--- src/rtl/mipsPkg.sv ---
`default_nettype none

package mipsPkg;

   // Widths with a meaning of their own
   typedef logic [31:0] wordT;
   typedef logic [31:0] addrT;
   typedef logic [4:0]  regAddrT;
   typedef logic [31:0] instrT;

   // Primary opcode field, kept subset only
   typedef enum logic [5:0] {
      opSpecial = 6'h00,
      opJ       = 6'h02,
      opJal     = 6'h03,
      opBeq     = 6'h04,
      opBne     = 6'h05,
      opAddiu   = 6'h09,
      opSlti    = 6'h0a,
      opAndi    = 6'h0c,
      opOri     = 6'h0d,
      opXori    = 6'h0e,
      opLui     = 6'h0f
   } opcodeE;

   // Function field of special instructions
   typedef enum logic [5:0] {
      fnSll  = 6'h00,
      fnSrl  = 6'h02,
      fnSra  = 6'h03,
      fnJr   = 6'h08,
      fnAddu = 6'h21,
      fnSubu = 6'h23,
      fnAnd  = 6'h24,
      fnOr   = 6'h25,
      fnXor  = 6'h26,
      fnNor  = 6'h27,
      fnSlt  = 6'h2a,
      fnSltu = 6'h2b
   } functE;

   typedef enum logic [3:0] {
      aluAdd, aluSub, aluAnd, aluOr, aluXor, aluNor,
      aluSlt, aluSltu, aluSll, aluSrl, aluSra, aluLui
   } aluOpE;

   // First fetch address after reset
   localparam addrT resetPc = 32'h4000_0000;

   // JAL return address goes here
   localparam regAddrT linkReg = 5'd31;
   // Return address skips the delay slot
   localparam wordT linkOffset = 32'd8;

endpackage

`default_nettype wire

--- src/rtl/instrDecode.sv ---
`timescale 1ns/1ps
`default_nettype none

module instrDecode import mipsPkg::*; (
   input  instrT       instruction,
   output regAddrT     rs,
   output regAddrT     rt,
   output regAddrT     rd,
   output regAddrT     shamt,
   output opcodeE      opcode,
   output aluOpE       aluOp,
   output wordT        immExt,
   output logic [25:0] target,
   output logic        regWrite,
   output logic        aluSrc,
   output logic        shiftSel,
   output logic        regDst,
   output logic        link,
   output logic        branchEq,
   output logic        branchNe,
   output logic        jump,
   output logic        jumpReg
);
   functE   funct;
   logic    signExt;
   logic    writeReq;
   regAddrT dest;

   // Raw fields
   assign opcode = opcodeE'(instruction[31:26]);
   assign funct  = functE'(instruction[5:0]);
   assign rs     = instruction[25:21];
   assign rt     = instruction[20:16];
   assign rd     = instruction[15:11];
   assign shamt  = instruction[10:6];
   assign target = instruction[25:0];

   // Arithmetic and branches sign-extend, logic ops zero-extend
   assign immExt = signExt ? {{16{instruction[15]}}, instruction[15:0]}
                           : {16'h0000, instruction[15:0]};

   // Write to r0 turns into a no-op, JAL always targets r31
   assign dest     = regDst ? rd : rt;
   assign regWrite = writeReq && (link || (dest != '0));

   always_comb begin
      aluOp    = aluAdd;
      writeReq = 1'b0;
      aluSrc   = 1'b0;
      shiftSel = 1'b0;
      regDst   = 1'b0;
      link     = 1'b0;
      branchEq = 1'b0;
      branchNe = 1'b0;
      jump     = 1'b0;
      jumpReg  = 1'b0;
      signExt  = 1'b0;
      case (opcode)
         opSpecial: begin
            regDst   = 1'b1;
            writeReq = 1'b1;
            case (funct)
               fnAddu: aluOp = aluAdd;
               fnSubu: aluOp = aluSub;
               fnAnd:  aluOp = aluAnd;
               fnOr:   aluOp = aluOr;
               fnXor:  aluOp = aluXor;
               fnNor:  aluOp = aluNor;
               fnSlt:  aluOp = aluSlt;
               fnSltu: aluOp = aluSltu;
               fnSll, fnSrl, fnSra: begin
                  // Amount comes from shamt, value from rt
                  shiftSel = 1'b1;
                  aluOp    = (funct == fnSll) ? aluSll :
                             (funct == fnSrl) ? aluSrl : aluSra;
               end
               fnJr: begin
                  writeReq = 1'b0;
                  jumpReg  = 1'b1;
               end
               default: writeReq = 1'b0;
            endcase
         end
         opJ: jump = 1'b1;
         opJal: begin
            jump     = 1'b1;
            link     = 1'b1;
            writeReq = 1'b1;
         end
         opBeq, opBne: begin
            // Compare by subtraction, zero flag decides
            aluOp    = aluSub;
            branchEq = (opcode == opBeq);
            branchNe = (opcode == opBne);
            signExt  = 1'b1;
         end
         opAddiu, opSlti: begin
            aluOp    = (opcode == opSlti) ? aluSlt : aluAdd;
            aluSrc   = 1'b1;
            writeReq = 1'b1;
            signExt  = 1'b1;
         end
         opAndi, opOri, opXori, opLui: begin
            aluOp    = (opcode == opAndi) ? aluAnd :
                       (opcode == opOri)  ? aluOr  :
                       (opcode == opXori) ? aluXor : aluLui;
            aluSrc   = 1'b1;
            writeReq = 1'b1;
         end
         // Unknown opcode stays a no-op
         default: writeReq = 1'b0;
      endcase
   end

endmodule

`default_nettype wire

--- src/rtl/regFile.sv ---
`timescale 1ns/1ps
`default_nettype none

module regFile import mipsPkg::*; (
   input  logic    clk,
   input  logic    reset,
   input  logic    writeEn,
   input  regAddrT readAddrA,
   input  regAddrT readAddrB,
   input  regAddrT writeAddr,
   input  wordT    writeData,
   output wordT    readDataA,
   output wordT    readDataB
);
   // r0 has no storage
   wordT regs [1:31];

   always_ff @(posedge clk) begin
      if (reset) begin
         for (int i = 1; i < 32; i++) begin
            regs[i] <= '0;
         end
      end else if (writeEn && (writeAddr != '0)) begin
         regs[writeAddr] <= writeData;
      end
   end

   // Asynchronous read, r0 pinned to zero
   assign readDataA = (readAddrA == '0) ? '0 : regs[readAddrA];
   assign readDataB = (readAddrB == '0) ? '0 : regs[readAddrB];

   // Decode must already have killed writes to r0
   noWriteToZero : assert property (
      @(posedge clk) disable iff (reset) writeEn |-> (writeAddr != '0)
   );

endmodule

`default_nettype wire

--- src/rtl/alu.sv ---
`timescale 1ns/1ps
`default_nettype none

module alu import mipsPkg::*; (
   input  wordT  opA,
   input  wordT  opB,
   input  aluOpE aluOp,
   output wordT  result,
   output logic  zero
);
   logic [4:0] shiftAmt;

   // Shift amount from low bits of A, value shifted is B
   assign shiftAmt = opA[4:0];

   always_comb begin
      case (aluOp)
         aluAdd:  result = opA + opB;
         aluSub:  result = opA - opB;
         aluAnd:  result = opA & opB;
         aluOr:   result = opA | opB;
         aluXor:  result = opA ^ opB;
         aluNor:  result = ~(opA | opB);
         // Set-less-than, signed and unsigned
         aluSlt:  result = {31'b0, $signed(opA) < $signed(opB)};
         aluSltu: result = {31'b0, opA < opB};
         aluSll:  result = opB << shiftAmt;
         aluSrl:  result = opB >> shiftAmt;
         aluSra:  result = wordT'($signed(opB) >>> shiftAmt);
         // Immediate into upper half
         aluLui:  result = {opB[15:0], 16'h0000};
         default: result = '0;
      endcase
   end

   // Used with SUB for BEQ and BNE
   assign zero = (result == '0);

endmodule

`default_nettype wire

--- src/rtl/fetchUnit.sv ---
`timescale 1ns/1ps
`default_nettype none

module fetchUnit import mipsPkg::*; (
   input  logic        clk,
   input  logic        reset,
   input  logic        stall,
   input  logic        branchTaken,
   input  logic        jump,
   input  logic        jumpReg,
   input  wordT        branchOffset,
   input  logic [25:0] jumpTarget,
   input  wordT        regTarget,
   output addrT        pc
);
   addrT nextPc;

   // Redirect comes from execute while the delay slot sits in fetch,
   // so pc here is already branch address plus 4
   always_comb begin
      if (branchTaken) begin
         nextPc = pc + (branchOffset << 2);
      end else if (jump) begin
         // Region bits taken from the delay slot address
         nextPc = {pc[31:28], jumpTarget, 2'b00};
      end else if (jumpReg) begin
         nextPc = regTarget;
      end else begin
         nextPc = pc + 32'd4;
      end
   end

   always_ff @(posedge clk) begin
      if (reset) begin
         pc <= resetPc;
      end else if (!stall) begin
         pc <= nextPc;
      end
   end

   // Only one instruction in execute, so one redirect kind at a time
   oneRedirect : assert property (
      @(posedge clk) disable iff (reset) $onehot0({branchTaken, jump, jumpReg})
   );

   pcAligned : assert property (
      @(posedge clk) disable iff (reset) pc[1:0] == 2'b00
   );

endmodule

`default_nettype wire

--- src/rtl/pipeDatapath.sv ---
`timescale 1ns/1ps
`default_nettype none

module pipeDatapath import mipsPkg::*; (
   input  logic    clk,
   input  logic    reset,
   input  logic    stall,
   input  instrT   instruction,
   output addrT    instrAddr,
   output logic    wbValid,
   output regAddrT wbAddr,
   output wordT    wbData
);
   // Fetch/decode stage
   regAddrT     decRs;
   regAddrT     decRt;
   regAddrT     decRd;
   regAddrT     decShamt;
   aluOpE       decAluOp;
   wordT        decImm;
   logic [25:0] decTarget;
   logic        decRegWrite;
   logic        decAluSrc;
   logic        decShiftSel;
   logic        decRegDst;
   logic        decLink;
   logic        decBranchEq;
   logic        decBranchNe;
   logic        decJump;
   logic        decJumpReg;
   wordT        rfDataA;
   wordT        rfDataB;
   wordT        readA;
   wordT        readB;
   addrT        pc;

   // Execute stage
   logic        exRegWrite;
   logic        exAluSrc;
   logic        exShiftSel;
   logic        exRegDst;
   logic        exLink;
   logic        exBranchEq;
   logic        exBranchNe;
   logic        exJump;
   logic        exJumpReg;
   aluOpE       exAluOp;
   wordT        exDataA;
   wordT        exDataB;
   wordT        exImm;
   regAddrT     exRs;
   regAddrT     exRt;
   regAddrT     exRd;
   regAddrT     exShamt;
   logic [25:0] exTarget;
   addrT        exPc;
   wordT        fwdA;
   wordT        fwdB;
   wordT        opA;
   wordT        opB;
   wordT        aluResult;
   logic        aluZero;
   logic        branchTaken;

   // Memory/write-back stage
   logic        memRegWrite;
   logic        memLink;
   wordT        memResult;
   regAddrT     memDest;
   addrT        memPc;

   instrDecode decoder (
      .instruction (instruction),
      .rs          (decRs),
      .rt          (decRt),
      .rd          (decRd),
      .shamt       (decShamt),
      .opcode      (),
      .aluOp       (decAluOp),
      .immExt      (decImm),
      .target      (decTarget),
      .regWrite    (decRegWrite),
      .aluSrc      (decAluSrc),
      .shiftSel    (decShiftSel),
      .regDst      (decRegDst),
      .link        (decLink),
      .branchEq    (decBranchEq),
      .branchNe    (decBranchNe),
      .jump        (decJump),
      .jumpReg     (decJumpReg)
   );

   // Write port gated by stall through wbValid
   regFile registers (
      .clk       (clk),
      .reset     (reset),
      .writeEn   (wbValid),
      .readAddrA (decRs),
      .readAddrB (decRt),
      .writeAddr (wbAddr),
      .writeData (wbData),
      .readDataA (rfDataA),
      .readDataB (rfDataB)
   );

   fetchUnit fetch (
      .clk          (clk),
      .reset        (reset),
      .stall        (stall),
      .branchTaken  (branchTaken),
      .jump         (exJump),
      .jumpReg      (exJumpReg),
      .branchOffset (exImm),
      .jumpTarget   (exTarget),
      .regTarget    (fwdA),
      .pc           (pc)
   );

   assign instrAddr = pc;

   // Write-back bypass into register read, producer two ahead
   assign readA = (memRegWrite && (wbAddr == decRs)) ? wbData : rfDataA;
   assign readB = (memRegWrite && (wbAddr == decRt)) ? wbData : rfDataB;

   // Control cleared to no-op on reset
   always_ff @(posedge clk) begin
      if (reset) begin
         exRegWrite <= 1'b0;
         exAluSrc   <= 1'b0;
         exShiftSel <= 1'b0;
         exRegDst   <= 1'b0;
         exLink     <= 1'b0;
         exBranchEq <= 1'b0;
         exBranchNe <= 1'b0;
         exJump     <= 1'b0;
         exJumpReg  <= 1'b0;
         exAluOp    <= aluAdd;
      end else if (!stall) begin
         exRegWrite <= decRegWrite;
         exAluSrc   <= decAluSrc;
         exShiftSel <= decShiftSel;
         exRegDst   <= decRegDst;
         exLink     <= decLink;
         exBranchEq <= decBranchEq;
         exBranchNe <= decBranchNe;
         exJump     <= decJump;
         exJumpReg  <= decJumpReg;
         exAluOp    <= decAluOp;
      end
   end

   // Payload, no reset
   always_ff @(posedge clk) begin
      if (!stall) begin
         exDataA  <= readA;
         exDataB  <= readB;
         exImm    <= decImm;
         exRs     <= decRs;
         exRt     <= decRt;
         exRd     <= decRd;
         exShamt  <= decShamt;
         exTarget <= decTarget;
         exPc     <= pc;
      end
   end

   // Memory-stage bypass into execute, producer one ahead
   assign fwdA = (memRegWrite && (wbAddr == exRs)) ? wbData : exDataA;
   assign fwdB = (memRegWrite && (wbAddr == exRt)) ? wbData : exDataB;

   assign opA = exShiftSel ? {27'b0, exShamt} : fwdA;
   assign opB = exAluSrc ? exImm : fwdB;

   alu execUnit (
      .opA    (opA),
      .opB    (opB),
      .aluOp  (exAluOp),
      .result (aluResult),
      .zero   (aluZero)
   );

   assign branchTaken = (exBranchEq && aluZero) || (exBranchNe && !aluZero);

   always_ff @(posedge clk) begin
      if (reset) begin
         memRegWrite <= 1'b0;
         memLink     <= 1'b0;
      end else if (!stall) begin
         memRegWrite <= exRegWrite;
         memLink     <= exLink;
      end
   end

   always_ff @(posedge clk) begin
      if (!stall) begin
         memResult <= aluResult;
         memDest   <= exRegDst ? exRd : exRt;
         memPc     <= exPc;
      end
   end

   // JAL writes its return address to r31
   assign wbAddr  = memLink ? linkReg : memDest;
   assign wbData  = memLink ? (memPc + linkOffset) : memResult;
   assign wbValid = memRegWrite && !stall;

   // A write held by stall is reported later with the same address and data
   stallHoldsWrite : assert property (
      @(posedge clk) disable iff (reset)
         stall |-> !wbValid ##1 ($stable(wbAddr) && $stable(wbData))
   );

endmodule

`default_nettype wire

--- config.mk ---
export PLATFORM = sky130hd
export DESIGN_NAME = pipeDatapath
export DESIGN_NICKNAME = d
export VERILOG_FILES = /design/src/rtl/mipsPkg.sv /design/src/rtl/instrDecode.sv /design/src/rtl/regFile.sv /design/src/rtl/alu.sv /design/src/rtl/fetchUnit.sv /design/src/rtl/pipeDatapath.sv
export SDC_FILE = /design/constraint.sdc
export NUM_CORES = 2
export LEC_CHECK = 0
export BUFFER_PORTS_ARGS = -buffer_cell sky130_fd_sc_hd__buf_2
export CAP_MARGIN = 10
export CORE_MARGIN = 2
export CORE_UTILIZATION = 54
export CTS_CLUSTER_SIZE = 30
export DETAILED_ROUTE_END_ITERATION = 16
export PLACE_DENSITY = 0.7
export SLEW_MARGIN = 20
export SYNTH_ARGS = -nofsm -noshare
export SYNTH_HDL_FRONTEND = slang
export SYNTH_SLANG_ARGS = --single-unit
--- constraint.sdc ---
create_clock -name clk -period 12.9 [get_ports clk]
set_input_delay 0 -clock clk [delete_from_list [all_inputs] [get_ports clk]]
set_output_delay 0 -clock clk [all_outputs]
set_load 0.02 [all_outputs]
==> impl_metrics.sql <==
INSERT INTO impl_metrics (metric_group, metric, value, unit) VALUES
('status', 'status', 'completed', ''),
('critical_path', 'arr_time_crit_path', '10660', 'ps'),
('logic_synthesis', 'netlist_area_before_placement', '0.0758', 'sq mm'),
('die', 'dieHeight', '379', 'microns'),
('sta', 'tightestPinTransition', '1290', 'ps'),
('critical_path', 'crit-reg2reg-capture', 'fetch.pc[10]', ''),
('critical_path', 'timing.setup.critical_path_class', 'reg -> reg', ''),
('cts', 'clkSlewWorstSetupHoldPaths', '60', 'ps'),
('hold_path', 'min-delay-path-class', 'in -> reg', ''),
('die', 'core_area', '0.139', 'sq mm'),
('global_routing', 'grt_max_degree', '92', ''),
('final_layout', 'syn_to_final_growth', '10.2', '%'),
('critical_path', 'worst_r2r_path_depth', '26', ''),
('pwr', 'p_leak', '30.7', 'nW'),
('global_routing', 'grt_pass1_wl', '448000', 'microns'),
('critical_path', 'cp.required', '13560', 'ps'),
('sta', 'hold-worst-slack', '51.7', 'ps'),
('die', 'placement_rows', '137', ''),
('logic_synthesis', 'yosys_register_bits', '1263', ''),
('critical_path', 'cp-start-kind', 'flip-flop', ''),
('critical_path', 'worstSetupEndpointType', 'flip-flop', ''),
('hold_path', 'hold_path_depth', '2', ''),
('job', 'drv_cap', '0', ''),
('cts', 'h-tree-depth', '4', ''),
('final_layout', 'mostFrequentLayoutCell', 'sky130_fd_sc_hd__nor2_1', ''),
('place', 'dp_hpwl', '206000', 'microns'),
('die', 'ioPinCount', '105', ''),
('cts', 'clock_insertion_delay_worst_skew', '800', 'ps'),
('sta', 'period_share', '77.5', '%'),
('final_layout', 'design_area', '0.0835', 'sq mm'),
('sta', 'final_setup_viols', '0', ''),
('die', 'initial_utilization', '54.4', '%'),
('cts', 'clock_tree.buffer_depth', '3', ''),
('cts', 'tritoncts', 'done', ''),
('die', 'floorplan.die_area', '0.143', 'sq mm'),
('cts', 'cts_made_buffers', '138', ''),
('place', 'io_buffers', '104', ''),
('final_layout', 'post_route_cells_drive_above_1_share', '21.6', '%'),
('sta', 'hold_violations', '0', ''),
('drt', 'avgViaCountPerCell', '7.49', ''),
('global_routing', 'grt_antenna_before_repair', '17', ''),
('sta', 'fmaxAchievable', '0.100', 'GHz'),
('final_layout', 'non_filler_instance_count_after_layout', '8206', ''),
('logic_synthesis', 'synth_sequential_area_ratio', '49.4', '%'),
('logic_synthesis', 'syn_avg_cell_area', '12.1', 'sq um'),
('global_routing', 'grt.total_usage', '45.1', '%'),
('hold_path', 'holdPathEnd', 'exImm[2]', ''),
('critical_path', 'r2r_slack', '2900', 'ps'),
('logic_synthesis', 'postSynth.topFlopCell', 'sky130_fd_sc_hd__edfxtp_1', ''),
('place', 'gp_congestion', '1.09', ''),
('drt', 'detail_route.wl_per_cell', '39.6', 'microns'),
('cts', 'clock-root-buffer', 'sky130_fd_sc_hd__clkbuf_16', ''),
('drt', 'route.detailed.drc', '0', ''),
('sta', 'setup_tns', '0', 'ps'),
('critical_path', 'worstReg2RegStart', 'memLink', ''),
('sta', 'timing.final.crit_period', '10000', 'ps'),
('pwr', 'power.density_cell_area', '137', 'mW/mm^2'),
('cts', 'cts.repair.resized', '0', ''),
('pwr', 'vdd_ir_drop_max', '0.000175', 'V'),
('drt', 'via_count', '61500', ''),
('place', 'post-place-cells', '7879', ''),
('logic_synthesis', 'postSynthCellCount', '6270', ''),
('final_layout', 'final_net_count', '6371', ''),
('final_layout', 'most_used_cells_in_the_layout_excluding_fill_and_tap_cells', 'sky130_fd_sc_hd__nor2_1, sky130_fd_sc_hd__edfxtp_1, sky130_fd_sc_hd__mux4_2', ''),
('sta', 'skew', '59.7', 'ps'),
('sta', 'final_max_slew_viol_count', '0', ''),
('global_routing', 'grt_pass1_vias', '58500', ''),
('die', 'chipWidth', '379', 'microns'),
('final_layout', 'final_design_utilization', '59.9', '%'),
('cts', 'cts_sinks', '1263', ''),
('logic_synthesis', 'ys_warn_count', '0', ''),
('drt', 'postRouteAntennaNets', '0', ''),
('global_routing', 'grt-ovfl-total', '0', ''),
('place', 'placed_area', '0.0784', 'sq mm'),
('logic_synthesis', 'synth_async_sr_flop_share', '0', '%'),
('critical_path', 'critical_path_peak_fanout', '57', ''),
('hold_path', 'holdCritStartpoint', 'instruction[2]', ''),
('logic_synthesis', 'synth_enable_flop_cells', '1216', ''),
('logic_synthesis', 'ys_types', '111', ''),
('drt', 'dr.first_iter.drc_count', '11100', ''),
('sta', 'relSlewSlack', '14.1', '%'),
('drt', 'drt_wl_total', '325000', 'microns'),
('sta', 'unrepaired_setup_endpoints_after_global_routing', 'no', ''),
('drt', 'firstDrtPassIters', '9', '');
area by class of cell:
cell class	instances	area, sq um
fill	10900	55800
sequential	1263	37500
clock inverter	83	941
inverter	187	709
tap	1876	2350
clock buffer	173	3590
timing repair buffer	347	2550
antenna	19	47.5
multi-input combinational	4258	35900
how the worst max path moves through the flow:
stage	start	endpoint	slack (ps)	cells past startpoint
after floorplan	memLink	fetch.pc[2]	5110	31
after CTS	memLink	fetch.pc[10]	3170	26
after detailed placement	memLink	fetch.pc[10]	3220	26
final	memLink	fetch.pc[10]	2900	26
after global placement	memLink	fetch.pc[13]	3250	26
after global routing	memLink	fetch.pc[10]	2420	26
kinds of logic (layout without fill, tap and decap cells):
| kind of cell | count (synthesis) | after routing | share of synthesized area, % |
|---|---|---|---|
| AOI/OAI and AO/OA | 1101 | 1101 | 10.1 |
| xor gates and xnor gates | 73 | 73 | 0.844 |
| adders and majority gates | 141 | 141 | 2.36 |
| buffers and inverters | 780 | 790 | 4.05 |
| DFF | 1263 | 1263 | 49.4 |
| muxes | 814 | 814 | 21.1 |
| other | 1 | 51 | 0.00495 |
| and+or+nand+nor | 2097 | 2097 | 12.0 |
Yosys cell counts, types with 37 or more instances:
cell type	number	area share [%]
sky130_fd_sc_hd__dfxtp_1	47	1.2
sky130_fd_sc_hd__mux2_2	63	0.94
sky130_fd_sc_hd__a221oi_1	45	0.52
sky130_fd_sc_hd__o21ai_0	184	1.2
sky130_fd_sc_hd__xnor2_1	61	0.71
sky130_fd_sc_hd__nor2_1	1288	6.4
sky130_fd_sc_hd__edfxtp_1	1216	48
sky130_fd_sc_hd__nor3_1	89	0.59
sky130_fd_sc_hd__nor2b_1	40	0.33
sky130_fd_sc_hd__or2_2	37	0.31
sky130_fd_sc_hd__o211ai_1	64	0.63
sky130_fd_sc_hd__mux4_2	618	18
sky130_fd_sc_hd__buf_1	107	0.53
sky130_fd_sc_hd__nand3_1	94	0.62
sky130_fd_sc_hd__nand2b_1	60	0.50
sky130_fd_sc_hd__a21oi_1	234	1.5
sky130_fd_sc_hd__clkbuf_1	430	2.1
sky130_fd_sc_hd__mux2i_1	125	1.7
sky130_fd_sc_hd__buf_2	38	0.25
sky130_fd_sc_hd__o22ai_1	75	0.62
sky130_fd_sc_hd__nand2_1	272	1.3
sky130_fd_sc_hd__a211oi_1	75	0.74
sky130_fd_sc_hd__ha_1	138	2.3
sky130_fd_sc_hd__inv_1	175	0.87
per-layer routing:
metal,vias up,wire length [microns],GRT usage (%)
li1,23900,-,-
met5,-,97,0
met4,14,27800,30.7
met1,30400,109000,57.5
met2,5811,140000,66.0
met3,1375,47500,14.6
worst max-delay path: stages (launching register included):
cell and delay [ps]:
sky130_fd_sc_hd__dfxtp_4 570, sky130_fd_sc_hd__nor2_2 160, sky130_fd_sc_hd__a22o_1 250, sky130_fd_sc_hd__a2111o_2 790, sky130_fd_sc_hd__mux2_4 510, sky130_fd_sc_hd__nor2_4 90, sky130_fd_sc_hd__buf_4 550, sky130_fd_sc_hd__inv_2 260
sky130_fd_sc_hd__ha_1 440, sky130_fd_sc_hd__inv_1 100, sky130_fd_sc_hd__a21oi_1 130, sky130_fd_sc_hd__o311ai_0 750, sky130_fd_sc_hd__nand4_1 370, sky130_fd_sc_hd__a21oi_1 280, sky130_fd_sc_hd__o211ai_1 190, sky130_fd_sc_hd__a2111oi_0 720
sky130_fd_sc_hd__o31ai_1 230, sky130_fd_sc_hd__a211oi_1 380, sky130_fd_sc_hd__o31ai_1 230, sky130_fd_sc_hd__a221o_1 370, sky130_fd_sc_hd__nor4_1 280, sky130_fd_sc_hd__nand4_1 160, sky130_fd_sc_hd__nor3_2 540, sky130_fd_sc_hd__mux2i_4 320
sky130_fd_sc_hd__buf_4 550, sky130_fd_sc_hd__nor3_1 110, sky130_fd_sc_hd__a2111oi_0 410
registers in the layout, summed over array words and instances, names as in the netlist, 2 cells and up:
| signal | cells |
|---|---|
| exAluOp | 4 |
| exDataA | 32 |
| exDataB | 32 |
| exImm | 16 |
| exPc | 32 |
| exRs | 5 |
| exRt | 4 |
| exTarget | 2 |
| fetch.pc | 32 |
| memDest | 5 |
| memPc | 32 |
| memResult | 32 |
| registers.regs | 1024 |
per-stage QoR:
step                      total power (W)  setup slack (ps)
after floorplan                   0.00637              5110
after global placement            0.00738              3250
after detailed placement          0.00739              3220
after CTS                          0.0113              3170
after global routing               0.0117              2420
final                              0.0115              2900
where the power goes:
part | switching, W | leakage (nW) | internal, W | total [W]
combinational | 0.00179 | 15.7 | 0.000798 | 0.00258
sequential | 0.000165 | 12.8 | 0.00471 | 0.00488
clock | 0.00176 | 2.18 | 0.00225 | 0.00401
timing repair:
action	4_1_cts	5_1_grt
hold endpoints to repair	40	0
hold buffers	52	0
buffers inserted	0	0
Note: power is estimated with default switching activity, not from simulation.
